[config.mk]
export PLATFORM = sky130hd
export DESIGN_NAME = fft_core
export DESIGN_NICKNAME = d
export VERILOG_FILES = /design/src/logic/fft_pkg.sv /design/src/logic/fft_addr_gen.sv /design/src/logic/fft_butterfly.sv /design/src/logic/fft_core.sv /design/src/logic/mem_port_arbiter.sv /design/src/logic/sample_ram.sv /design/src/logic/twiddle_rom.sv
export SDC_FILE = /design/constraint.sdc
export NUM_CORES = 2
export LEC_CHECK = 0
export BUFFER_PORTS_ARGS = -buffer_cell sky130_fd_sc_hd__buf_4
export CORE_MARGIN = 5
export CORE_UTILIZATION = 60
export DETAILED_ROUTE_END_ITERATION = 8
export PLACE_DENSITY = 0.76
export SLEW_MARGIN = 20
export SYNTH_ARGS = -nofsm -noshare
export SYNTH_HDL_FRONTEND = slang
export SYNTH_SLANG_ARGS = --single-unit
export TNS_END_PERCENT = 1
[constraint.sdc]
create_clock -name clk -period 11.15 [get_ports clk]
set_input_delay 0 -clock clk [delete_from_list [all_inputs] [get_ports clk]]
set_output_delay 0 -clock clk [all_outputs]
set_load 0.01 [all_outputs]
[src/logic/fft_pkg.sv]
`default_nettype none

package fft_pkg;

    // ~~~~~~~~~~~~~~~~~~~~~~~~~~~~~~~~~~~~~~~~~~~~~~~~~~~~~~~~~~~~~~~~~~~~~~~~~
    // widths
    // ~~~~~~~~~~~~~~~~~~~~~~~~~~~~~~~~~~~~~~~~~~~~~~~~~~~~~~~~~~~~~~~~~~~~~~~~~
    localparam int data_w    = 16;  // one real or imaginary part
    localparam int coef_w    = 16;  // twiddle part, Q1.14
    localparam int coef_frac = 14;  // fraction bits of a twiddle part
    localparam int addr_w    = 8;   // enough for 256 points

    // ~~~~~~~~~~~~~~~~~~~~~~~~~~~~~~~~~~~~~~~~~~~~~~~~~~~~~~~~~~~~~~~~~~~~~~~~~
    // payload types
    // ~~~~~~~~~~~~~~~~~~~~~~~~~~~~~~~~~~~~~~~~~~~~~~~~~~~~~~~~~~~~~~~~~~~~~~~~~
    typedef logic [addr_w-1:0] addr_t;

    typedef struct packed {
        logic signed [data_w-1:0] re;
        logic signed [data_w-1:0] im;
    } cplx_t;

    // sin holds -sin(2*pi*j/N), so the twiddle is cos + j*sin
    typedef struct packed {
        logic signed [coef_w-1:0] cos;
        logic signed [coef_w-1:0] sin;
    } twiddle_t;

    typedef struct packed {
        addr_t addr;
        cplx_t data;
    } wr_req_t;

    typedef struct packed {
        addr_t addr;
    } rd_req_t;

endpackage

`default_nettype wire

[src/logic/fft_addr_gen.sv]
`timescale 1ns/1ps
`default_nettype none

module fft_addr_gen #(
    parameter int n_points = 16,
    parameter int log2_n   = 4
) (
    input  logic                clk,
    input  logic                rst_n,
    input  logic                start,
    output fft_pkg::rd_req_t    rd_req,
    output logic                rd_valid,
    output logic [log2_n-2:0]   tw_idx,
    output logic                tw_en,
    output logic                pair_upper,
    output logic                stage_last_pair,
    output logic                done,
    output logic                busy
);

    localparam int stage_w = $clog2(log2_n);

    // one-hot state bits
    localparam int i_idle  = 0;
    localparam int i_rd0   = 1;
    localparam int i_rd1   = 2;
    localparam int i_drain = 3;
    localparam int i_done  = 4;

    localparam logic [4:0] st_idle  = 5'b00001;
    localparam logic [4:0] st_rd0   = 5'b00010;
    localparam logic [4:0] st_rd1   = 5'b00100;
    localparam logic [4:0] st_drain = 5'b01000;
    localparam logic [4:0] st_done  = 5'b10000;

    logic [4:0]         state;
    logic [4:0]         state_nxt;
    logic [stage_w-1:0] stage;
    logic [log2_n-2:0]  group;      // butterfly group within the stage
    logic [log2_n-2:0]  k;          // element within the group
    logic [1:0]         drain_cnt;

    logic [log2_n-1:0]  span;
    logic [log2_n-2:0]  span_m1;
    logic [log2_n-2:0]  group_last;
    logic [log2_n-1:0]  grp_base;
    logic [log2_n-1:0]  addr_lo;
    logic [log2_n-1:0]  addr_hi;
    logic               last_k;
    logic               last_group;
    logic               last_stage;
    logic               drain_end;

    // ~~~~~~~~~~~~~~~~~~~~~~~~~~~~~~~~~~~~~~~~~~~~~~~~~~~~~~~~~~~~~~~~~~~~~~~~~
    // address arithmetic
    // ~~~~~~~~~~~~~~~~~~~~~~~~~~~~~~~~~~~~~~~~~~~~~~~~~~~~~~~~~~~~~~~~~~~~~~~~~
    always_comb begin
        span       = log2_n'(n_points >> (stage + 1));
        span_m1    = (log2_n-1)'((n_points >> (stage + 1)) - 1);
        group_last = (log2_n-1)'((1 << stage) - 1);
        grp_base   = {1'b0, group} << (log2_n - stage);  // group * 2 * span
        addr_lo    = grp_base + {1'b0, k};
        addr_hi    = addr_lo + span;
        last_k     = (k == span_m1);
        last_group = (group == group_last);
        last_stage = (stage == stage_w'(log2_n - 1));
        drain_end  = (drain_cnt == 2'd2);
    end

    always_comb begin
        rd_req.addr = fft_pkg::addr_t'(pair_upper ? addr_hi : addr_lo);
    end

    assign rd_valid        = state[i_rd0] | state[i_rd1];
    assign pair_upper      = state[i_rd1];
    assign tw_en           = state[i_rd1];  // rom output lines up with sample b
    assign tw_idx          = k << stage;
    assign stage_last_pair = state[i_rd1] & last_k & last_group;
    assign done            = state[i_done];
    assign busy            = ~state[i_idle];

    // ~~~~~~~~~~~~~~~~~~~~~~~~~~~~~~~~~~~~~~~~~~~~~~~~~~~~~~~~~~~~~~~~~~~~~~~~~
    // sequencer
    // ~~~~~~~~~~~~~~~~~~~~~~~~~~~~~~~~~~~~~~~~~~~~~~~~~~~~~~~~~~~~~~~~~~~~~~~~~
    always_comb begin
        case (state)
            st_idle:  state_nxt = start ? st_rd0 : st_idle;
            st_rd0:   state_nxt = st_rd1;
            st_rd1:   state_nxt = stage_last_pair ? st_drain : st_rd0;
            st_drain: begin
                if (drain_end) begin
                    state_nxt = last_stage ? st_done : st_rd0;
                end else begin
                    state_nxt = st_drain;
                end
            end
            st_done:  state_nxt = st_idle;
            default:  state_nxt = st_idle;
        endcase
    end

    always_ff @(posedge clk or negedge rst_n) begin
        if (!rst_n) begin
            state     <= st_idle;
            stage     <= '0;
            group     <= '0;
            k         <= '0;
            drain_cnt <= '0;
        end else begin
            state <= state_nxt;
            if (state[i_idle]) begin
                stage     <= '0;
                group     <= '0;
                k         <= '0;
                drain_cnt <= '0;
            end
            if (state[i_rd1]) begin
                if (last_k) begin
                    k     <= '0;
                    group <= last_group ? '0 : group + 1'b1;
                end else begin
                    k <= k + 1'b1;
                end
            end
            if (state[i_drain]) begin
                drain_cnt <= drain_end ? 2'd0 : drain_cnt + 2'd1;
                if (drain_end) begin
                    stage <= last_stage ? '0 : stage + 1'b1;
                end
            end
        end
    end

endmodule

`default_nettype wire

[src/logic/fft_butterfly.sv]
`timescale 1ns/1ps
`default_nettype none

module fft_butterfly (
    input  logic                clk,
    input  logic                rst_n,
    input  fft_pkg::cplx_t      rd_data,
    input  logic                sample_valid,
    input  logic                pair_upper,
    input  fft_pkg::twiddle_t   tw,
    input  fft_pkg::addr_t      wr_addr_in,
    output fft_pkg::wr_req_t    wr_req,
    output logic                wr_valid
);

    localparam int dw = fft_pkg::data_w;
    localparam int fb = fft_pkg::coef_frac;
    localparam int pw = fft_pkg::data_w + fft_pkg::coef_w + 2;

    localparam logic signed [pw-1:0] rnd_half = 1 <<< fb;  // half lsb after the final shift

    logic                   s1_valid;   // read strobe, delayed to meet ram data
    logic                   s1_upper;
    fft_pkg::addr_t         s1_addr;

    fft_pkg::cplx_t         a_q;
    fft_pkg::cplx_t         b_q;
    fft_pkg::twiddle_t      w_q;
    fft_pkg::addr_t         addr_a;
    fft_pkg::addr_t         addr_b;
    logic                   pair_rdy;

    logic signed [dw:0]     sum_re;
    logic signed [dw:0]     sum_im;
    logic signed [dw:0]     dif_re;
    logic signed [dw:0]     dif_im;
    logic signed [pw-1:0]   prod_re;
    logic signed [pw-1:0]   prod_im;

    fft_pkg::cplx_t         sum_q;
    fft_pkg::cplx_t         dif_q;
    fft_pkg::addr_t         wb_addr_a;
    fft_pkg::addr_t         wb_addr_b;
    logic                   wb_sum;
    logic                   wb_dif;

    // ~~~~~~~~~~~~~~~~~~~~~~~~~~~~~~~~~~~~~~~~~~~~~~~~~~~~~~~~~~~~~~~~~~~~~~~~~
    // pipeline control
    // ~~~~~~~~~~~~~~~~~~~~~~~~~~~~~~~~~~~~~~~~~~~~~~~~~~~~~~~~~~~~~~~~~~~~~~~~~
    always_ff @(posedge clk or negedge rst_n) begin
        if (!rst_n) begin
            s1_valid <= 1'b0;
            s1_upper <= 1'b0;
            pair_rdy <= 1'b0;
            wb_sum   <= 1'b0;
            wb_dif   <= 1'b0;
        end else begin
            s1_valid <= sample_valid;
            s1_upper <= pair_upper;
            pair_rdy <= s1_valid & s1_upper;  // b is in, compute next cycle
            wb_sum   <= pair_rdy;
            wb_dif   <= wb_sum;
        end
    end

    // capture a, then b with its twiddle
    always_ff @(posedge clk) begin
        s1_addr <= wr_addr_in;
        if (s1_valid && !s1_upper) begin
            a_q    <= rd_data;
            addr_a <= s1_addr;
        end
        if (s1_valid && s1_upper) begin
            b_q    <= rd_data;
            w_q    <= tw;
            addr_b <= s1_addr;
        end
    end

    // ~~~~~~~~~~~~~~~~~~~~~~~~~~~~~~~~~~~~~~~~~~~~~~~~~~~~~~~~~~~~~~~~~~~~~~~~~
    // dif butterfly, both outputs scaled by one half
    // ~~~~~~~~~~~~~~~~~~~~~~~~~~~~~~~~~~~~~~~~~~~~~~~~~~~~~~~~~~~~~~~~~~~~~~~~~
    always_comb begin
        sum_re  = $signed(a_q.re) + $signed(b_q.re);
        sum_im  = $signed(a_q.im) + $signed(b_q.im);
        dif_re  = $signed(a_q.re) - $signed(b_q.re);
        dif_im  = $signed(a_q.im) - $signed(b_q.im);
        prod_re = dif_re * $signed(w_q.cos) - dif_im * $signed(w_q.sin) + rnd_half;
        prod_im = dif_re * $signed(w_q.sin) + dif_im * $signed(w_q.cos) + rnd_half;
    end

    always_ff @(posedge clk) begin
        if (pair_rdy) begin
            sum_q.re  <= sum_re[dw:1];
            sum_q.im  <= sum_im[dw:1];
            dif_q.re  <= prod_re[fb+dw:fb+1];   // drop q1.14 fraction plus one more bit
            dif_q.im  <= prod_im[fb+dw:fb+1];
            wb_addr_a <= addr_a;
            wb_addr_b <= addr_b;
        end
    end

    // sum result first, twiddled difference the cycle after
    always_comb begin
        wr_req.addr = wb_sum ? wb_addr_a : wb_addr_b;
        wr_req.data = wb_sum ? sum_q : dif_q;
    end

    assign wr_valid = wb_sum | wb_dif;

endmodule

`default_nettype wire

[src/logic/fft_core.sv]
`timescale 1ns/1ps
`default_nettype none

module fft_core #(
    parameter int n_points = 16,
    parameter int log2_n   = 4
) (
    input  logic                clk,
    input  logic                rst_n,
    input  logic                start,
    input  logic                load_en,
    input  fft_pkg::addr_t      load_addr,
    input  fft_pkg::cplx_t      load_data,
    input  logic                rd_en,
    input  fft_pkg::addr_t      rd_addr,
    output fft_pkg::cplx_t      rd_data,
    output logic                done,
    output logic                host_wait
);

    fft_pkg::rd_req_t   ag_rd_req;
    logic               ag_rd_valid;
    logic               ag_pair_upper;
    logic               ag_busy;
    logic [log2_n-2:0]  tw_idx;
    logic               tw_en;
    fft_pkg::twiddle_t  tw;

    fft_pkg::wr_req_t   bf_wr_req;
    logic               bf_wr_valid;

    fft_pkg::wr_req_t   host_wr_req;
    fft_pkg::rd_req_t   host_rd_req;
    fft_pkg::wr_req_t   ram_wr_req;
    logic               wr_grant_valid;
    logic               ram_wr_valid;
    fft_pkg::rd_req_t   ram_rd_req;
    logic               ram_rd_valid;
    logic               wr_lost;
    logic               rd_lost;

    assign host_wr_req = '{addr: load_addr, data: load_data};
    assign host_rd_req = '{addr: rd_addr};

    // engine owns both ports while busy; only real butterfly writes land
    assign ram_wr_valid = wr_grant_valid & (bf_wr_valid | ~ag_busy);
    assign host_wait    = wr_lost | rd_lost;

    // ~~~~~~~~~~~~~~~~~~~~~~~~~~~~~~~~~~~~~~~~~~~~~~~~~~~~~~~~~~~~~~~~~~~~~~~~~
    // engine
    // ~~~~~~~~~~~~~~~~~~~~~~~~~~~~~~~~~~~~~~~~~~~~~~~~~~~~~~~~~~~~~~~~~~~~~~~~~
    fft_addr_gen #(
        .n_points (n_points),
        .log2_n   (log2_n)
    ) u_addr_gen (
        .clk             (clk),
        .rst_n           (rst_n),
        .start           (start),
        .rd_req          (ag_rd_req),
        .rd_valid        (ag_rd_valid),
        .tw_idx          (tw_idx),
        .tw_en           (tw_en),
        .pair_upper      (ag_pair_upper),
        .stage_last_pair (),
        .done            (done),
        .busy            (ag_busy)
    );

    twiddle_rom #(
        .n_points (n_points)
    ) u_twiddle_rom (
        .clk    (clk),
        .tw_en  (tw_en),
        .tw_idx (tw_idx),
        .tw     (tw)
    );

    fft_butterfly u_butterfly (
        .clk          (clk),
        .rst_n        (rst_n),
        .rd_data      (rd_data),
        .sample_valid (ag_rd_valid),
        .pair_upper   (ag_pair_upper),
        .tw           (tw),
        .wr_addr_in   (ag_rd_req.addr),
        .wr_req       (bf_wr_req),
        .wr_valid     (bf_wr_valid)
    );

    // ~~~~~~~~~~~~~~~~~~~~~~~~~~~~~~~~~~~~~~~~~~~~~~~~~~~~~~~~~~~~~~~~~~~~~~~~~
    // memory ports
    // ~~~~~~~~~~~~~~~~~~~~~~~~~~~~~~~~~~~~~~~~~~~~~~~~~~~~~~~~~~~~~~~~~~~~~~~~~
    mem_port_arbiter #(
        .req_t (fft_pkg::wr_req_t)
    ) wr_arb (
        .clk         (clk),
        .rst_n       (rst_n),
        .pri_req     (bf_wr_req),
        .pri_valid   (ag_busy),
        .sec_req     (host_wr_req),
        .sec_valid   (load_en),
        .grant_req   (ram_wr_req),
        .grant_valid (wr_grant_valid),
        .sec_lost    (wr_lost)
    );

    mem_port_arbiter #(
        .req_t (fft_pkg::rd_req_t)
    ) rd_arb (
        .clk         (clk),
        .rst_n       (rst_n),
        .pri_req     (ag_rd_req),
        .pri_valid   (ag_busy),
        .sec_req     (host_rd_req),
        .sec_valid   (rd_en),
        .grant_req   (ram_rd_req),
        .grant_valid (ram_rd_valid),
        .sec_lost    (rd_lost)
    );

    sample_ram #(
        .n_points (n_points)
    ) u_sample_ram (
        .clk      (clk),
        .wr       (ram_wr_req),
        .wr_valid (ram_wr_valid),
        .rd       (ram_rd_req),
        .rd_valid (ram_rd_valid),
        .rd_data  (rd_data)
    );

endmodule

`default_nettype wire

[src/logic/mem_port_arbiter.sv]
`timescale 1ns/1ps
`default_nettype none

module mem_port_arbiter #(
    parameter type req_t = logic
) (
    input  logic    clk,
    input  logic    rst_n,
    input  req_t    pri_req,
    input  logic    pri_valid,
    input  req_t    sec_req,
    input  logic    sec_valid,
    output req_t    grant_req,
    output logic    grant_valid,
    output logic    sec_lost
);

    logic collide;

    // primary side always wins the port
    assign collide     = pri_valid & sec_valid;
    assign grant_req   = pri_valid ? pri_req : sec_req;
    assign grant_valid = pri_valid | sec_valid;

    // ~~~~~~~~~~~~~~~~~~~~~~~~~~~~~~~~~~~~~~~~~~~~~~~~~~~~~~~~~~~~~~~~~~~~~~~~~
    // loss flag, seen by the host one cycle on
    // ~~~~~~~~~~~~~~~~~~~~~~~~~~~~~~~~~~~~~~~~~~~~~~~~~~~~~~~~~~~~~~~~~~~~~~~~~
    always_ff @(posedge clk or negedge rst_n) begin
        if (!rst_n) begin
            sec_lost <= 1'b0;
        end else begin
            sec_lost <= collide;
        end
    end

endmodule

`default_nettype wire

[src/logic/sample_ram.sv]
`timescale 1ns/1ps
`default_nettype none

module sample_ram #(
    parameter int n_points = 16
) (
    input  logic                clk,
    input  fft_pkg::wr_req_t    wr,
    input  logic                wr_valid,
    input  fft_pkg::rd_req_t    rd,
    input  logic                rd_valid,
    output fft_pkg::cplx_t      rd_data
);

    localparam int aw = $clog2(n_points);

    fft_pkg::cplx_t mem [n_points];

    // write and read in one block, so a same-address read sees old data
    always_ff @(posedge clk) begin
        if (wr_valid) begin
            mem[wr.addr[aw-1:0]] <= wr.data;
        end
        if (rd_valid) begin
            rd_data <= mem[rd.addr[aw-1:0]];  // registered read port
        end
    end

endmodule

`default_nettype wire

[src/logic/twiddle_rom.sv]
`timescale 1ns/1ps
`default_nettype none

module twiddle_rom #(
    parameter int  n_points = 16,
    localparam int idx_w    = $clog2(n_points) - 1
) (
    input  logic                clk,
    input  logic                tw_en,
    input  logic [idx_w-1:0]    tw_idx,
    output fft_pkg::twiddle_t   tw
);

    localparam real pi    = 3.141592653589793;
    localparam real scale = real'(1 << fft_pkg::coef_frac);

    fft_pkg::twiddle_t table_q [n_points/2];

    // ~~~~~~~~~~~~~~~~~~~~~~~~~~~~~~~~~~~~~~~~~~~~~~~~~~~~~~~~~~~~~~~~~~~~~~~~~
    // table, one entry per twiddle index
    // ~~~~~~~~~~~~~~~~~~~~~~~~~~~~~~~~~~~~~~~~~~~~~~~~~~~~~~~~~~~~~~~~~~~~~~~~~
    for (genvar j = 0; j < n_points/2; j++) begin : g_tab
        localparam real ang   = 2.0 * pi * j / n_points;
        localparam int  c_val = int'(scale * $cos(ang));   // int' rounds to nearest
        localparam int  s_val = int'(-scale * $sin(ang));

        assign table_q[j].cos = fft_pkg::coef_w'(c_val);
        assign table_q[j].sin = fft_pkg::coef_w'(s_val);
    end

    // one cycle of latency
    always_ff @(posedge clk) begin
        if (tw_en) begin
            tw <= table_q[tw_idx];
        end
    end

endmodule

`default_nettype wire

==> run metrics <==
Total Neg Setup Slack 0 ns; Via density 5.649; wire per inst 22.69 um; grt ovf 0; Placement Rows 123; CTS Buf Count 69; hold path depth 3; DR vias roughly 42000; Antenna diodes 0; Most used DFF post-synth edfxtp_1; Post-Syn Area per Cell 11.80 um2; most frequent CP cell fa_1; slew at the pin with the worst max-slew slack 1.136 ns; WL final about 170000 um; Critical Path AT 10.84 ns; floorplan core area ~110000 um2; critical path data required time 11.54 ns; unrepaired setup endpoints after global routing false; Slew Viols, Final 0; WHS Endpoint u_sample_ram.mem[13][0]$_DFFE_PP_; critical path's top delay family adder cells; initial drt markers ~3500; Die Y 347.3 um; sequential area share after synthesis 32.77%; Worst Setup Path Type flip-flop to flip-flop; busiest grt layer met2; Worst Hold Class input pin to flip-flop; initial antenna violation count 7; Post-Layout Cell Count roughly 7400; Clock transition at path regs 0.09 ns; Detailed Place HPWL 126100 um; GPL Wtd Cong 0.9684; Post-Syn Area a little under 70000 um2; vias in the first global route 45840; DP Cell Count 7268; Die Wd approximately 350 um; Reg2Reg Launch Point u_butterfly.b_q[17]$_DFFE_PP_; Hold Path Origin load_data[0]; number of fill cells in the layout about 8300; number of buffers inserted by port buffering 78; synthesized netlist cell count 5786; Yosys top cell area share between 30% and 40%; CP max FO 12; Final Hold Viols 0; period utilisation layout 93.73%; Seq cells post-synth 750; post-route cell area 73850 um2; most area-consuming cells after synthesis edfxtp_1 32%, fa_1 31%, ha_1 8.4%, inv_1 7.9%, mux4_2 4.2%; clock sinks 750; CTS tree done; Starting Density 60.52%; Total GRT Usage 28.75%; placed cell area between 70000 and 80000 um2; grt met2 use 49.32%; Worst Reg-to-Reg Cells 33; Max-slew headroom a little under a quarter; Die Area about 120000 um2; crit-path max cell delay 0.58 ns; GR Util met1 36.49%; area leader, netlist edfxtp_1; reg2reg end u_butterfly.dif_q[15]$_DFFE_PP_; # IOs 87; synthesis-to-finish area growth 8.168%; layout cells sized above 1 8.887%; outcome finished, final reports clean; post-route ant nets 0; Crit. End Element flip-flop; M3 GR Usage 4.648%; drt drc 0; Max-cap violations 0; worst skew pair latency between 0.6 and 0.7 ns; Syn Nets 7339; crit start category flip-flop; number of synthesis warnings 0; H-tree depth 3; Root Buffer clkbuf_16; Distinct cells, synth 80; fraction of registers with async set/reset 2.933%; Crit-path slowest cell fa_1; clk buf depth 3; first-pass GRT wire length approximately 260000 um; DR pass1 iterations 6; largest net degree at the start of global routing ~130; # setup viols final 0; Post-synth EDFFs 724; Max Freq 0.09569 GHz; WP buf/inv 6; fin nets between 7000 and 8000; r2r setup slk 0.70 ns; Final Skew 0.03785 ns; fin crit period about 10 ns
[worst reg2reg max path, delay by kind of cell, from the launching register on]
family                   cells  cell delay (ns)
buffers and inverters        6             0.42
flip-flops                   1             0.44
adder cells (fa/ha/maj)     10             4.48
XOR/XNOR                     3             0.87
AND/OR/NAND/NOR              4             1.14
AO/OA/AOI/OAI               10             2.89
[layout make-up]
type | count | area, um2 | area share (%)
multi-input cells | 3365 | 39980 | 54.14
flip-flops and latches | 750 | 22380 | 30.31
clock inverters | 45 | 539.3 | 0.7302
clock buffers | 80 | 1789 | 2.423
well taps | 1500 | 1877 | 2.541
inverters | 1445 | 5426 | 7.348
repair buffers | 234 | 1854 | 2.511
[sequential cells by signal, indices dropped and copies added, names as in the netlist, 2 cells and up]
register               flops
u_butterfly.b_q           32
u_butterfly.dif_q         32
u_sample_ram.rd_data      32
u_addr_gen.k               3
u_butterfly.wb_addr_b      4
u_butterfly.s1_addr        4
u_butterfly.w_q           18
u_butterfly.a_q           32
u_addr_gen.stage           2
u_butterfly.addr_b         4
u_butterfly.sum_q         32
u_addr_gen.state           5
u_addr_gen.group           3
u_twiddle_rom.tw          18
u_addr_gen.drain_cnt       2
u_butterfly.wb_addr_a      4
u_butterfly.addr_a         4
u_sample_ram.mem         512
[worst max-delay path by stage]
stage / from / endpoint / slack, ns / cells past startpoint
CTS: u_butterfly.b_q[17]$_DFFE_PP_ / u_butterfly.dif_q[31]$_DFFE_PP_ / 0.61 / 35
floorplan: u_butterfly.b_q[17]$_DFFE_PP_ / u_butterfly.dif_q[15]$_DFFE_PP_ / 1.62 / 35
finish: u_butterfly.b_q[17]$_DFFE_PP_ / u_butterfly.dif_q[15]$_DFFE_PP_ / 0.70 / 33
global placement: u_butterfly.b_q[17]$_DFFE_PP_ / u_butterfly.dif_q[31]$_DFFE_PP_ / 0.76 / 35
detailed placement: u_butterfly.b_q[17]$_DFFE_PP_ / u_butterfly.dif_q[31]$_DFFE_PP_ / 0.57 / 35
global route: u_butterfly.b_q[17]$_DFFE_PP_ / u_butterfly.dif_q[15]$_DFFE_PP_ / 0.22 / 35
[metal layers]
| metal | up-vias | share of wire, % |
|---|---|---|
| met2 | 1834 | 50 |
| met1 | 21391 | 37 |
| met5 | - | 0.024 |
| met3 | 448 | 7.7 |
| met4 | 6 | 5.5 |
| li1 | 18228 | - |
[cells by family (layout without fill, tap and decap cells)]
| group | Yosys count | count (layout) | synth area share, % |
|---|---|---|---|
| compound gates | 369 | 369 | 3.546 |
| xor+xnor | 193 | 193 | 2.547 |
| fa+ha+maj | 1508 | 1508 | 39.07 |
| buf+inv | 1671 | 1804 | 9.232 |
| flops | 750 | 750 | 32.77 |
| mux | 179 | 179 | 4.977 |
| simple gates | 1116 | 1116 | 7.854 |
[placed cells by master, fill, tap and decap left out, types with 20 or more instances in the layout]
cell type,instances
a21oi_1,79
xnor2_2,22
o21ai_0,71
buf_4,205
nor2b_1,61
nor3_1,20
ha_1,457
xor2_1,37
mux2i_1,43
nand2b_1,44
clkbuf_16,70
edfxtp_1,724
a21o_1,32
inv_1,1442
a211oi_1,40
and2_1,281
fa_1,1043
dlygate4sd3_1,26
a31oi_1,38
nand2_1,481
xnor2_1,130
nor2_1,144
mux4_2,128
[through the flow]
stage | hold WS [ns] | setup WS (ns) | util (%)
global route | 0.008411 | 0.2209 | 65.47
detailed placement | -0.09786 | 0.5680 | 63.15
CTS | 0.002795 | 0.6085 | 65.45
global placement | -0.1029 | 0.7621 | 63.14
floorplan | -0.2956 | 1.620 | -
finish | 0.006703 | 0.6992 | 65.47
[Yosys cell counts, drive strengths merged (47+ instances only)]
master and number:
edfxtp 724, a21oi 81, o21ai 84, mux2i 47, ha 457, mux4 128
inv 1444, nand2 481, clkbuf 192, nor2b 62, xnor2 153, fa 1043
and2 282, nor2 160
[timing repair]
item,CTS,global route
resized for setup,0,2
setup buffers,0,0
hold endpoints to repair,335,0
hold buffers,26,0
endpoints found under the setup margin,0,1
Power is left out: the tool's default activity adds up to more than one toggle a clock period on the data nets, which glitch-free logic cannot reach.
